<file path="config.mk">
export PLATFORM = sky130hd
export DESIGN_NAME = tqv_peripherals
export DESIGN_NICKNAME = d
export VERILOG_FILES = /design/src/tqv_periph_pkg.sv /design/src/periph_bus_if.sv /design/src/bus_decoder.sv /design/src/gpio_ctrl.sv /design/src/scratch_periph.sv /design/src/edge_counter.sv /design/src/read_return.sv /design/src/pin_mux.sv /design/src/tqv_peripherals.sv
export SDC_FILE = /design/constraint.sdc
export NUM_CORES = 1
export LEC_CHECK = 0
export BUFFER_PORTS_ARGS = -buffer_cell sky130_fd_sc_hd__buf_2
export CAP_MARGIN = 20
export CORE_ASPECT_RATIO = 0.9
export CORE_MARGIN = 5
export CORE_UTILIZATION = 40
export CTS_BUF_LIST = sky130_fd_sc_hd__clkbuf_16
export DETAILED_ROUTE_END_ITERATION = 8
export PLACE_DENSITY = 0.58
export SYNTH_ARGS = -nofsm -noshare
export SYNTH_HDL_FRONTEND = slang
export SYNTH_SLANG_ARGS = --single-unit
</file>
<file path="constraint.sdc">
create_clock -name clk -period 4.8 [get_ports clk]
set_input_delay 0.96 -clock clk [delete_from_list [all_inputs] [get_ports clk]]
set_output_delay 0.96 -clock clk [all_outputs]
set_load 0.01 [all_outputs]
</file>
<file path="src/tqv_periph_pkg.sv">
package tqv_periph_pkg;

    // Bus and pin widths
    localparam int addr_w    = 11;
    localparam int data_w    = 32;
    localparam int num_slots = 16;
    localparam int num_pins  = 8;

    // Transfer size code from the core, idle when all ones
    typedef enum logic [1:0] {
        size_byte = 2'b00,
        size_half = 2'b01,
        size_word = 2'b10,
        size_idle = 2'b11
    } size_t;

    // Word access region, 64 bytes per slot
    typedef struct packed {
        logic       region;
        logic [3:0] slot;
        logic [5:0] offset;
    } user_addr_t;

    // Byte access region, 16 bytes per slot
    typedef struct packed {
        logic       region;
        logic [1:0] unused;
        logic [3:0] index;
        logic [3:0] offset;
    } simple_addr_t;

    // Region bit selects which view is valid
    typedef union packed {
        user_addr_t   user;
        simple_addr_t simple;
    } periph_addr_t;

    // Output pin source, top bit picks the simple region
    typedef struct packed {
        logic       simple;
        logic [3:0] slot;
    } func_sel_t;

    localparam logic [3:0] slot_gpio    = 4'd1;
    localparam logic [3:0] slot_scratch = 4'd2;
    localparam logic [3:0] slot_edge    = 4'd0;

    localparam logic [5:0] gpio_out_ofs = 6'h00;
    localparam logic [5:0] gpio_in_ofs  = 6'h04;
    localparam logic [5:0] gpio_sel_ofs = 6'h20;

endpackage

</file>
<file path="src/periph_bus_if.sv">
`timescale 1ns/100ps

// Decoded request shared by all peripherals
interface periph_bus_if;

    tqv_periph_pkg::periph_addr_t             addr;
    logic [tqv_periph_pkg::data_w-1:0]        wdata;
    tqv_periph_pkg::size_t                    write_size;
    tqv_periph_pkg::size_t                    read_size;
    logic [tqv_periph_pkg::num_slots-1:0]     user_sel;
    logic [tqv_periph_pkg::num_slots-1:0]     simple_sel;

    modport decoder (
        output addr,
        output wdata,
        output write_size,
        output read_size,
        output user_sel,
        output simple_sel
    );

    modport periph (
        input addr,
        input wdata,
        input write_size,
        input read_size,
        input user_sel,
        input simple_sel
    );

endinterface

</file>
<file path="src/bus_decoder.sv">
`timescale 1ns/100ps

module bus_decoder (
    input  tqv_periph_pkg::periph_addr_t      i_addr,
    input  logic [tqv_periph_pkg::data_w-1:0] i_data,
    input  tqv_periph_pkg::size_t             i_data_write_n,
    input  tqv_periph_pkg::size_t             i_data_read_n,
    input  logic                              i_busy,
    periph_bus_if.decoder                     bus
);

    assign bus.addr       = i_addr;
    assign bus.wdata      = i_data;
    assign bus.write_size = i_data_write_n;

    // Hide the read from the slots while the return register holds data,
    // so a read with side effects happens once per request
    assign bus.read_size = i_busy ? tqv_periph_pkg::size_idle : i_data_read_n;

    // One select bit per access, region bit picks the address view
    always_comb begin
        bus.user_sel   = '0;
        bus.simple_sel = '0;
        if (i_addr.simple.region) begin
            bus.simple_sel[i_addr.simple.index] = 1'b1;
        end else begin
            bus.user_sel[i_addr.user.slot] = 1'b1;
        end
    end

endmodule

</file>
<file path="src/gpio_ctrl.sv">
`timescale 1ns/100ps

module gpio_ctrl (
    input  logic                                   clk,
    input  logic                                   rst_n,
    periph_bus_if.periph                           bus,
    input  logic [tqv_periph_pkg::num_pins-1:0]    i_ui_in,
    output logic [tqv_periph_pkg::data_w-1:0]      o_rdata,
    output logic [tqv_periph_pkg::num_pins-1:0]    o_pins,
    output tqv_periph_pkg::func_sel_t [tqv_periph_pkg::num_pins-1:0] o_func_sel
);

    localparam tqv_periph_pkg::func_sel_t scratch_pin_sel = '{
        simple: 1'b0, slot: tqv_periph_pkg::slot_scratch};
    localparam tqv_periph_pkg::func_sel_t gpio_pin_sel = '{
        simple: 1'b0, slot: tqv_periph_pkg::slot_gpio};

    logic [tqv_periph_pkg::num_pins-1:0]                       out_q;
    tqv_periph_pkg::func_sel_t [tqv_periph_pkg::num_pins-1:0]  sel_q;
    logic [5:0] ofs;
    logic       wr_en;
    logic       sel_hit;
    logic [2:0] sel_idx;

    assign ofs   = bus.addr.user.offset;
    assign wr_en = bus.user_sel[tqv_periph_pkg::slot_gpio]
                   && (bus.write_size != tqv_periph_pkg::size_idle);

    // Select registers are word aligned from the base upwards
    assign sel_hit = (ofs >= tqv_periph_pkg::gpio_sel_ofs) && (ofs[1:0] == 2'b00);
    assign sel_idx = ofs[4:2];

    always_ff @(posedge clk) begin
        if (!rst_n) begin
            out_q <= '0;
            // Pins 0 and 1 start on the scratch slot
            for (int k = 0; k < tqv_periph_pkg::num_pins; k++) begin
                sel_q[k] <= (k < 2) ? scratch_pin_sel : gpio_pin_sel;
            end
        end else if (wr_en) begin
            if (ofs == tqv_periph_pkg::gpio_out_ofs) begin
                out_q <= bus.wdata[7:0];
            end
            if (sel_hit) begin
                sel_q[sel_idx] <= bus.wdata[4:0];
            end
        end
    end

    always_comb begin
        o_rdata = '0;
        if (ofs == tqv_periph_pkg::gpio_out_ofs) begin
            o_rdata[7:0] = out_q;
        end else if (ofs == tqv_periph_pkg::gpio_in_ofs) begin
            o_rdata[7:0] = i_ui_in;
        end else if (sel_hit) begin
            o_rdata[4:0] = sel_q[sel_idx];
        end
    end

    assign o_pins     = out_q;
    assign o_func_sel = sel_q;

endmodule

</file>
<file path="src/scratch_periph.sv">
`timescale 1ns/100ps

module scratch_periph #(
    parameter logic [31:0] RESET_VALUE = '0
) (
    input  logic                                clk,
    input  logic                                rst_n,
    periph_bus_if.periph                        bus,
    output logic [tqv_periph_pkg::data_w-1:0]   o_rdata,
    output logic                                o_rready,
    output logic [tqv_periph_pkg::num_pins-1:0] o_pins,
    output logic                                o_interrupt
);

    localparam logic [5:0] data_ofs = 6'h00;
    localparam logic [5:0] irq_ofs  = 6'h08;

    logic [tqv_periph_pkg::data_w-1:0] data_q;
    logic irq_q;
    logic wr_en;
    logic irq_rd;

    assign wr_en = bus.user_sel[tqv_periph_pkg::slot_scratch]
                   && (bus.write_size != tqv_periph_pkg::size_idle)
                   && (bus.addr.user.offset == data_ofs);

    // Reading the status clears it
    assign irq_rd = bus.user_sel[tqv_periph_pkg::slot_scratch]
                    && (bus.read_size != tqv_periph_pkg::size_idle)
                    && (bus.addr.user.offset == irq_ofs);

    always_ff @(posedge clk) begin
        if (!rst_n) begin
            data_q <= RESET_VALUE;
            irq_q  <= 1'b0;
        end else begin
            if (wr_en) begin
                // Only the lanes covered by the size change
                case (bus.write_size)
                    tqv_periph_pkg::size_byte: data_q[7:0]  <= bus.wdata[7:0];
                    tqv_periph_pkg::size_half: data_q[15:0] <= bus.wdata[15:0];
                    default:                   data_q       <= bus.wdata;
                endcase
                irq_q <= 1'b1;
            end else if (irq_rd) begin
                irq_q <= 1'b0;
            end
        end
    end

    always_comb begin
        o_rdata = '0;
        if (bus.addr.user.offset == data_ofs) begin
            o_rdata = data_q;
        end else if (bus.addr.user.offset == irq_ofs) begin
            o_rdata[0] = irq_q;
        end
    end

    assign o_rready    = 1'b1;
    assign o_pins      = data_q[7:0];
    assign o_interrupt = irq_q;

endmodule

</file>
<file path="src/edge_counter.sv">
`timescale 1ns/100ps

module edge_counter #(
    parameter int EDGE_PIN = 0,
    parameter int COUNT_W  = 8
) (
    input  logic                                clk,
    input  logic                                rst_n,
    periph_bus_if.periph                        bus,
    input  logic [tqv_periph_pkg::num_pins-1:0] i_ui_in,
    output logic [7:0]                          o_rdata,
    output logic [tqv_periph_pkg::num_pins-1:0] o_pins
);

    logic [COUNT_W-1:0] count_q;
    logic pin_q;
    logic pin_prev_q;
    logic rise;
    logic wr_en;

    assign wr_en = bus.simple_sel[tqv_periph_pkg::slot_edge]
                   && (bus.write_size != tqv_periph_pkg::size_idle);

    // Registered sample, edge seen between two samples
    assign rise = pin_q && !pin_prev_q;

    always_ff @(posedge clk) begin
        if (!rst_n) begin
            pin_q      <= 1'b0;
            pin_prev_q <= 1'b0;
            count_q    <= '0;
        end else begin
            pin_q      <= i_ui_in[EDGE_PIN];
            pin_prev_q <= pin_q;
            // Any write clears, wraps at the top
            if (wr_en) begin
                count_q <= '0;
            end else if (rise) begin
                count_q <= count_q + 1'b1;
            end
        end
    end

    assign o_rdata = (bus.addr.simple.offset == 4'h0) ? 8'(count_q) : 8'h00;
    assign o_pins  = 8'(count_q);

endmodule

</file>
<file path="src/read_return.sv">
`timescale 1ns/100ps

module read_return (
    input  logic                                clk,
    input  logic                                rst_n,
    periph_bus_if.periph                        bus,
    input  logic [tqv_periph_pkg::data_w-1:0]
                 i_user_rdata [tqv_periph_pkg::slot_gpio:tqv_periph_pkg::slot_scratch],
    input  logic i_user_rready [tqv_periph_pkg::slot_gpio:tqv_periph_pkg::slot_scratch],
    input  logic [7:0]                          i_simple_rdata,
    input  tqv_periph_pkg::size_t               i_data_read_n,
    input  tqv_periph_pkg::size_t               i_data_write_n,
    input  logic                                i_data_read_complete,
    output logic [tqv_periph_pkg::data_w-1:0]   o_data_out,
    output logic                                o_data_ready,
    output logic                                o_busy
);

    logic [tqv_periph_pkg::data_w-1:0] slot_rdata;
    logic [tqv_periph_pkg::data_w-1:0] data_q;
    logic slot_rready;
    logic read_req;
    logic capture;
    logic hold_q;
    logic ready_q;

    // Slot 0 never answers, other empty slots read as zero
    always_comb begin
        slot_rdata  = '0;
        slot_rready = 1'b1;
        if (bus.addr.simple.region) begin
            if (bus.addr.simple.index == tqv_periph_pkg::slot_edge) begin
                slot_rdata = {24'h0, i_simple_rdata};
            end
        end else begin
            case (bus.addr.user.slot)
                4'd0: slot_rready = 1'b0;
                tqv_periph_pkg::slot_gpio: begin
                    slot_rdata  = i_user_rdata[tqv_periph_pkg::slot_gpio];
                    slot_rready = i_user_rready[tqv_periph_pkg::slot_gpio];
                end
                tqv_periph_pkg::slot_scratch: begin
                    slot_rdata  = i_user_rdata[tqv_periph_pkg::slot_scratch];
                    slot_rready = i_user_rready[tqv_periph_pkg::slot_scratch];
                end
                default: slot_rready = 1'b1;
            endcase
        end
    end

    assign read_req = (i_data_read_n != tqv_periph_pkg::size_idle);
    assign capture  = read_req && slot_rready && !hold_q;

    always_ff @(posedge clk) begin
        if (!rst_n) begin
            hold_q  <= 1'b0;
            ready_q <= 1'b0;
        end else begin
            if (i_data_read_complete) begin
                hold_q <= 1'b0;
            end
            if (capture) begin
                hold_q <= 1'b1;
            end
            ready_q <= read_req && slot_rready;
        end
    end

    // Value stays put until the core completes the read
    always_ff @(posedge clk) begin
        if (capture) begin
            data_q <= slot_rdata;
        end
    end

    assign o_data_out   = data_q;
    assign o_data_ready = ready_q || (i_data_write_n != tqv_periph_pkg::size_idle);
    assign o_busy       = ready_q;

endmodule

</file>
<file path="src/pin_mux.sv">
`timescale 1ns/100ps

module pin_mux (
    input  tqv_periph_pkg::func_sel_t [tqv_periph_pkg::num_pins-1:0] i_func_sel,
    input  logic [tqv_periph_pkg::num_pins-1:0]
                 i_user_pins [tqv_periph_pkg::slot_gpio:tqv_periph_pkg::slot_scratch],
    input  logic [tqv_periph_pkg::num_pins-1:0] i_simple_pins,
    output logic [tqv_periph_pkg::num_pins-1:0] o_uo_out
);

    // Pin k takes bit k of its chosen slot's pin byte
    always_comb begin
        for (int k = 0; k < tqv_periph_pkg::num_pins; k++) begin
            o_uo_out[k] = 1'b0;
            if (i_func_sel[k].simple) begin
                if (i_func_sel[k].slot == tqv_periph_pkg::slot_edge) begin
                    o_uo_out[k] = i_simple_pins[k];
                end
            end else begin
                case (i_func_sel[k].slot)
                    tqv_periph_pkg::slot_gpio:
                        o_uo_out[k] = i_user_pins[tqv_periph_pkg::slot_gpio][k];
                    tqv_periph_pkg::slot_scratch:
                        o_uo_out[k] = i_user_pins[tqv_periph_pkg::slot_scratch][k];
                    default:
                        o_uo_out[k] = 1'b0;
                endcase
            end
        end
    end

endmodule

</file>
<file path="src/tqv_peripherals.sv">
`timescale 1ns/100ps

module tqv_peripherals #(
    parameter int EDGE_PIN = 0,
    parameter int COUNT_W  = 8
) (
    input  logic        clk,
    input  logic        rst_n,
    input  logic [7:0]  i_ui_in,
    output logic [7:0]  o_uo_out,
    input  logic [10:0] i_addr,
    input  logic [31:0] i_data,
    input  logic [1:0]  i_data_write_n,
    input  logic [1:0]  i_data_read_n,
    output logic [31:0] o_data_out,
    output logic        o_data_ready,
    input  logic        i_data_read_complete,
    output logic        o_interrupt
);

    localparam logic [3:0] lo = tqv_periph_pkg::slot_gpio;
    localparam logic [3:0] hi = tqv_periph_pkg::slot_scratch;

    tqv_periph_pkg::size_t write_size;
    tqv_periph_pkg::size_t read_size;
    logic        busy;
    logic [31:0] user_rdata  [lo:hi];
    logic        user_rready [lo:hi];
    logic [7:0]  user_pins   [lo:hi];
    logic [7:0]  simple_rdata;
    logic [7:0]  simple_pins;
    tqv_periph_pkg::func_sel_t [7:0] func_sel;

    assign write_size = tqv_periph_pkg::size_t'(i_data_write_n);
    assign read_size  = tqv_periph_pkg::size_t'(i_data_read_n);

    // GPIO reads never stall
    assign user_rready[lo] = 1'b1;

    periph_bus_if i_bus ();

    bus_decoder i_bus_decoder (
        .i_addr(i_addr), .i_data(i_data), .i_data_write_n(write_size),
        .i_data_read_n(read_size), .i_busy(busy), .bus(i_bus.decoder)
    );

    gpio_ctrl i_gpio_ctrl (
        .clk(clk), .rst_n(rst_n), .bus(i_bus.periph), .i_ui_in(i_ui_in),
        .o_rdata(user_rdata[lo]), .o_pins(user_pins[lo]), .o_func_sel(func_sel)
    );

    scratch_periph #(.RESET_VALUE(32'h0)) i_scratch_periph (
        .clk(clk), .rst_n(rst_n), .bus(i_bus.periph), .o_rdata(user_rdata[hi]),
        .o_rready(user_rready[hi]), .o_pins(user_pins[hi]), .o_interrupt(o_interrupt)
    );

    edge_counter #(.EDGE_PIN(EDGE_PIN), .COUNT_W(COUNT_W)) i_edge_counter (
        .clk(clk), .rst_n(rst_n), .bus(i_bus.periph), .i_ui_in(i_ui_in),
        .o_rdata(simple_rdata), .o_pins(simple_pins)
    );

    read_return i_read_return (
        .clk(clk), .rst_n(rst_n), .bus(i_bus.periph),
        .i_user_rdata(user_rdata), .i_user_rready(user_rready),
        .i_simple_rdata(simple_rdata), .i_data_read_n(read_size),
        .i_data_write_n(write_size), .i_data_read_complete(i_data_read_complete),
        .o_data_out(o_data_out), .o_data_ready(o_data_ready), .o_busy(busy)
    );

    pin_mux i_pin_mux (
        .i_func_sel(func_sel), .i_user_pins(user_pins),
        .i_simple_pins(simple_pins), .o_uo_out(o_uo_out)
    );

endmodule

</file>
After elaboration in Yosys (flattened, before gate mapping)
Cells that the tools add are included.
{"block": "classes", "add_sub_neg": 1, "magnitude_cmp": 7, "n_eq_ne": 24, "muxes": 53, "bitwise_logic": 3, "n_reduce_logical": 38}
{"cell": "case mux 32 bit (2 select lines)", "n": 1}
{"cell": "logical NOT 4 bit", "n": 11}
{"cell": "bitwise mux 40 bit", "n": 1}
{"cell": "== test 4 x 1 -> 1 bit (second input constant)", "n": 9}
{"cell": "== test 4 x 2 -> 1 bit (second input constant)", "n": 9}
{"cell": "two-way mux 32 bit", "n": 1}
{"cell": "two-way mux 31 bit", "n": 1}
{"cell": "two-way mux 1 bit", "n": 27}
{"cell": "two-way mux 8 bit", "n": 3}
{"cell": "two-way mux 5 bit", "n": 4}
{"cell": "case mux 1 bit (2 select lines)", "n": 8}
{"cell": "binary-select mux 5 bit (select 3 bit)", "n": 1}
{"cell": "demux 5 bit (select 3 bit)", "n": 1}
{"cell": "logical AND 1 bit", "n": 13}
{"cell": "less-than comparator 4 x 5 -> 1 bit (second input constant)", "n": 2}
{"cell": "adder 8 x 1 -> 8 bit (second input constant)", "n": 1}
{"cell": "demux 1 bit (select 4 bit)", "n": 2}
{"cell": ">= comparator 4 x 1 -> 1 bit (second input constant)", "n": 2}
{"cell": "AND reduction 2 bit", "n": 4}
{"cell": "== test 6 x 3 -> 1 bit (second input constant)", "n": 1}
{"cell": "== test 6 x 4 -> 1 bit (second input constant)", "n": 1}
{"cell": ">= comparator 6 bit (second input constant)", "n": 1}
{"cell": "logical NOT 6 bit", "n": 1}
{"cell": "two-way mux 3 bit", "n": 2}
{"cell": "11 further kinds", "n": 19}
{"block": "word_totals", "ff_bits": 125, "inputBits": 58, "output_inout_bits": 42, "word_cells": 153}

Depth between registers and ports, before layout
{"block": "depth", "ltp_word": 9, "mapped_depth": 7, "depth_no_buf": 4}

By module
A second synthesis with hierarchy kept.
{"block": "unflattened", "cells_unflattened": 773, "hier_area_um2": 7154.4}
{"module": "gpio_ctrl", "n_inst": 1, "cells_each": 260, "area_each_um2": 2366.0, "seq_area_each_um2": 960.9}
{"module": "scratch_periph", "n_inst": 1, "cells_each": 199, "area_each_um2": 1675.4, "seq_area_each_um2": 660.6}
{"module": "read_return", "n_inst": 1, "cells_each": 126, "area_each_um2": 1652.8, "seq_area_each_um2": 1001.0}
{"module": "bus_decoder", "n_inst": 1, "cells_each": 94, "area_each_um2": 600.6, "seq_area_each_um2": 0.0}
{"module": "edge_counter", "n_inst": 1, "cells_each": 53, "area_each_um2": 475.5, "seq_area_each_um2": 200.2}
{"module": "pin_mux", "n_inst": 1, "cells_each": 40, "area_each_um2": 380.4, "seq_area_each_um2": 0.0}
{"module": "tqv_peripherals", "n_inst": 1, "cells_each": 1, "area_each_um2": 3.8, "seq_area_each_um2": 0.0}

Least setup slack after synthesis
Ideal clock, no wire load.
{"block": "synth_timing", "kind": "input to register", "from": "input i_addr[10]", "to": "register i_read_return.data_q, in the netlist i_read_return.o_data_out[0] (enable)", "setup_time_ps": 422, "arrival_ps": 2802, "t_required_ps": 4378, "path_slack_ps": 1576, "cell_stages": 5, "n_path_buf": 2, "cell_sequence": "buf_6 -> or3_1 -> buf_6 -> o31ai_1 -> nor2_1"}
{"block": "synth_via", "elab_chain_len": 3}
{"item": "from (decl)", "line_no": "tqv_peripherals.sv:11", "text": "input logic [10:0] i_addr,"}
{"item": "two-way mux 1 bit", "line_no": "read_return.sv:31", "text": "if (bus.addr.simple.region) begin"}
{"item": "logical AND 1 bit (2 in a row)", "line_no": "read_return.sv:52", "text": "assign capture = read_req && slot_rready && !hold_q;"}
{"item": "named net i_read_return.capture", "line_no": "read_return.sv:23", "text": "logic capture;"}
{"item": "to (signal assigned)", "line_no": "read_return.sv:72", "text": "data_q <= slot_rdata;"}
{"item": "to (decl)", "line_no": "read_return.sv:20", "text": "logic [tqv_periph_pkg::data_w-1:0] data_q;"}
The timed path passes the listed nets, and every way through them passes these cells.
A chain may end at the register's enable or synchronous reset.

Worst setup path after layout
{"block": "layout_timing", "from": "input i_addr[2]", "to": "register i_scratch_periph.data_q[3] (netlist bit)"}
{"block": "layout_via", "elab_chain_len": 2}
{"item": "logical NOT 6 bit", "line_no": "scratch_periph.sv:25", "text": "&& (bus.addr.user.offset == data_ofs);"}
{"item": "logical AND 1 bit", "line_no": "scratch_periph.sv:25"}
{"item": "to (signal assigned)", "line_no": "scratch_periph.sv:42", "text": "default: data_q <= bus.wdata;"}
{"item": "to (decl)", "line_no": "scratch_periph.sv:18", "text": "logic [tqv_periph_pkg::data_w-1:0] data_q;"}
Every way passes these cells.

==> impl_metrics.csv <==
group,metric,value,unit
place,post-dp-hpwl,13000,um
detailed_routing,drt-initial-drc-count,609,
cells_and_area,area_growth,19.5,%
synthesis,number_of_standard_cells_after_synthesis,643,
critical_path,setup.worst_path.end_class,"flop",
global_routing,gr-usage-all-layers,20.5,%
die,core_area,0.0146,mm2
timing,pins_over_slew_limit,0,
timing,maxClockFrequency,347,MHz
synthesis,synthesis.yosys.warnings,0,
clock_network,sinks_on_the_clock_net,125,
synthesis,synth.yosys.seq_area_share,47.8,%
clock_network,cts.htree.levels,4,
timing,final.min_clock_period,2.88,ns
pwr,p_clk_share,50.2,%
pwr,power.switching_fraction,23.7,%
cells_and_area,final_net_count,779,
min_path,holdPathStages,2,
pwr,max-vdd-ir-drop,0.222,mV
clock_network,cts_resized,0,
clock_network,cts_setup_buffers,0,
min_path,worstHoldEndpoint,"i_scratch_periph.data_q[16]$_SDFFE_PN0P_",
detailed_routing,detail_route.wl_per_cell,19.4,um
min_path,worst_hold_startpoint,"i_scratch_periph.data_q[16]$_SDFFE_PN0P_",
die,floorplan.io_pins,100,
die,fp.dieW,138,um
critical_path,worst-setup-path-type,"in2reg",
die,starting_density_of_the_core,40.5,%
critical_path,critical_path.max_fanout,35,
timing,timing.final.crit_share,60.1,%
cells_and_area,antenna_diode_count,0,
synthesis,post-synth-top-area-cell,"sky130_fd_sc_hd__dfxtp_1",
die,die-area,0.0173,mm2
die,rows,42,
timing,grt_setup_unrepaired,"false",
timing,maxSlewHeadroom,28.1,%
timing,timing_hold_violations_final,0,
clock_network,holdBufCountCts,0,
global_routing,globalRoute.totalOverflow,0,
detailed_routing,viasPerCell,5.86,
global_routing,grt_start_max_net_pins,52,
global_routing,number_of_global_route_vias_before_repair,5054,
min_path,hp-class,"reg2reg",
detailed_routing,route.antenna.remaining_nets,0,
place,final_weighted_congestion_of_routability_driven_global_placement,0.973,
critical_path,critPathRequiredTime,5.14,ns
critical_path,worst_r2r_path_depth,4,
timing,setup_viol,0,
cells_and_area,post_route_cells_drive_above_1_share,21.8,%
synthesis,syn_area,0.00591,mm2
synthesis,synth_area_leaders,"sky130_fd_sc_hd__dfxtp_1 (32%), sky130_fd_sc_hd__edfxtp_1 (16%), sky130_fd_sc_hd__nand3_1 (8.0%)",
pwr,static_power_due_to_leakage,0.00248,uW
pwr,seq_power_share,43.2,%
clock_network,clk-insertion-delay-late,0.42,ns
critical_path,worstPathCellList,"buf_2 > nor3_1 > and4_1 > buf_4 > nand3_1 > a21oi_1",
critical_path,regToRegEndpoint,"i_read_return.o_data_out[1]$_DFFE_PP_",
pwr,power_density,366,mW/mm2
detailed_routing,drt_pass1_iterations,5,
run,maxCapViolations,0,
synthesis,synth-edff-count,32,
clock_network,cts_inserted_buffers,17,
detailed_routing,route.detailed.drc,0,
timing,timing.setup.tns,0,ns
critical_path,timing.rr.start,"i_gpio_ctrl.o_func_sel[16]$_SDFFE_PN0P_",
synthesis,ys.flop_type,"sky130_fd_sc_hd__dfxtp_1",
die,die_height,125,um
synthesis,synthesis.nets,702,
global_routing,antenna_violations_before_repair,0,
synthesis,yosys_register_bits,125,
clock_network,clk_transition_reported_paths,0.06,ns
global_routing,wire_length_of_the_first_global_routing_pass,28200,um
timing,tightest_slew,1.07,ns
synthesis,syn_avg_cell_area,9.19,um2
critical_path,worst_path_largest_cell_delay,0.70,ns
synthesis,async_flop_share,0,%
synthesis,synthDistinctLibCells,53,
detailed_routing,vias,5458,
cells_and_area,final_core_utilization,48.3,%
status,result_of_the_run,"finished, final reports clean",
cells_and_area,fillCellCount,1408,
critical_path,critical-path-slowest-cell,"sky130_fd_sc_hd__and4_1",
critical_path,arrival,3.23,ns
detailed_routing,finalWirelength,18000,um
critical_path,reg2reg_slack,3.07,ns
critical_path,setup_crit_start_kind,"input pin",
clock_network,cts_root_buffer,"sky130_fd_sc_hd__clkbuf_16",
pwr,internal_power,1970,uW
clock_network,tritoncts,"built",
synthesis,yosysTopAreaCellShare,31.5,%
timing,worst_case_clock_skew,0.00986,ns
pwr,power.share.combinational,6.6,%
place,number_of_buffers_added_on_ports,99,
clock_network,clock_tree.buffer_depth,2,
pwr,p_switching,611,uW
## power groups by stage
stage | Clock (uW) | Sequential [uW] | Combinational (uW)
final | 1300 | 1120 | 171
after global routing | 1370 | 1120 | 183
after detailed placement | 0 | 1140 | 170
after CTS | 1310 | 1120 | 170
after floorplan | 0 | 1150 | 82.1
after global placement | 0 | 1140 | 168
## critical path: cells and delay by family
kind            cells  cell delay (ns)
simple gates        3             1.38
buf+inv             2             0.71
compound gates      1             0.16
## sequential cells by signal, summed over array words and instances, names as in the netlist
register and count:
i_read_return.hold_q 1, i_read_return.o_data_out 32, i_scratch_periph.data_q 32, i_gpio_ctrl.o_func_sel 40, i_edge_counter.pin_q 1, i_read_return.o_busy 1, i_scratch_periph.o_interrupt 1, i_edge_counter.pin_prev_q 1
i_edge_counter.o_pins 8, i_gpio_ctrl.o_pins 8
## layout make-up
class                           instances  area (um2)  share of cell area (%)
Sequential cell                       125        2820                    40.0
Clock buffer                           17         425                    6.02
Inverter                                4        15.0                   0.213
Multi-Input combinational cell        466        2830                    40.1
Clock inverter                         15         171                    2.43
Tap cell                              198         248                    3.51
Timing Repair Buffer                  106         548                    7.76
## cells in the final DEF (no fill, tap or decap), types with 10 or more instances in the layout
| cell type | n |
|---|---|
| sky130_fd_sc_hd__buf_2 | 99 |
| sky130_fd_sc_hd__nand3_1 | 94 |
| sky130_fd_sc_hd__dfxtp_1 | 93 |
| sky130_fd_sc_hd__o21ai_0 | 76 |
| sky130_fd_sc_hd__a21oi_1 | 73 |
| sky130_fd_sc_hd__nand2_1 | 48 |
| sky130_fd_sc_hd__edfxtp_1 | 32 |
| sky130_fd_sc_hd__nor2_1 | 29 |
| sky130_fd_sc_hd__and2_1 | 27 |
| sky130_fd_sc_hd__clkbuf_16 | 17 |
| sky130_fd_sc_hd__mux4_2 | 10 |
| sky130_fd_sc_hd__nand4_1 | 10 |
## Yosys cell counts (all sizes together) (4+ instances only)
cell     count
o22ai        8
o21ai       76
a22oi        9
a21oi       73
xor2         7
mux4        10
buf         19
a22o         9
nor2        30
dfxtp       93
edfxtp      32
and2        27
nand2       48
clkbuf      29
a2111oi      9
inv          4
nand4       10
nor3         7
nand3       94
nor4         4
nand3b       4
nor2b        4
## worst max path at each step
stage                           from                                  endpoint  slack [ns]  cells past startpoint
after detailed placement   i_addr[2]  i_scratch_periph.data_q[24]$_SDFFE_PN0P_        1.49                      6
after global routing       i_addr[2]   i_scratch_periph.data_q[3]$_SDFFE_PN0P_        1.64                      6
after floorplan           i_addr[10]     i_read_return.o_data_out[0]$_DFFE_PP_        1.58                      5
after CTS                  i_addr[2]  i_scratch_periph.data_q[24]$_SDFFE_PN0P_        1.91                      6
after global placement     i_addr[2]  i_scratch_periph.data_q[27]$_SDFFE_PN0P_        1.57                      6
final                      i_addr[2]   i_scratch_periph.data_q[3]$_SDFFE_PN0P_        1.92                      6
## stage by stage
step | hold slack (ns) | cell area (um2) | cells | power [uW] | worst slack, ns
6_report | 0.468 | 7060 | 931 | 2580 | 1.92
5_1_grt | 0.491 | 7060 | 931 | 2670 | 1.64
4_1_cts | 0.471 | 7050 | 930 | 2600 | 1.91
3_5_place_dp | 0.463 | 6460 | 898 | 1310 | 1.49
3_3_place_gp | 0.456 | 6460 | 898 | 1310 | 1.57
2_1_floorplan | 0.439 | 5910 | 643 | 1230 | 1.58
## cells by family (layout without fill, tap and decap cells)
logic type / after synthesis / after routing / share of synthesized area [%]
xor gates and xnor gates: 9 / 9 / 1.33
AOI/OAI and AO/OA: 199 / 199 / 19.5
buffers and inverters: 52 / 142 / 4.55
adders and majority gates: 1 / 1 / 0.212
DFF: 125 / 125 / 47.8
muxes: 12 / 12 / 4.17
and+or+nand+nor: 245 / 245 / 22.5
## layer usage
metal	vias to the layer above	share of wire [%]	GRT usage (%)
met1	2620	43	28.2
met2	264	48	32.5
li1	2548	-	-
met5	-	0	0
met4	0	1.2	4.94
met3	26	8.0	5.31
(Power assumes the default switching activity.)
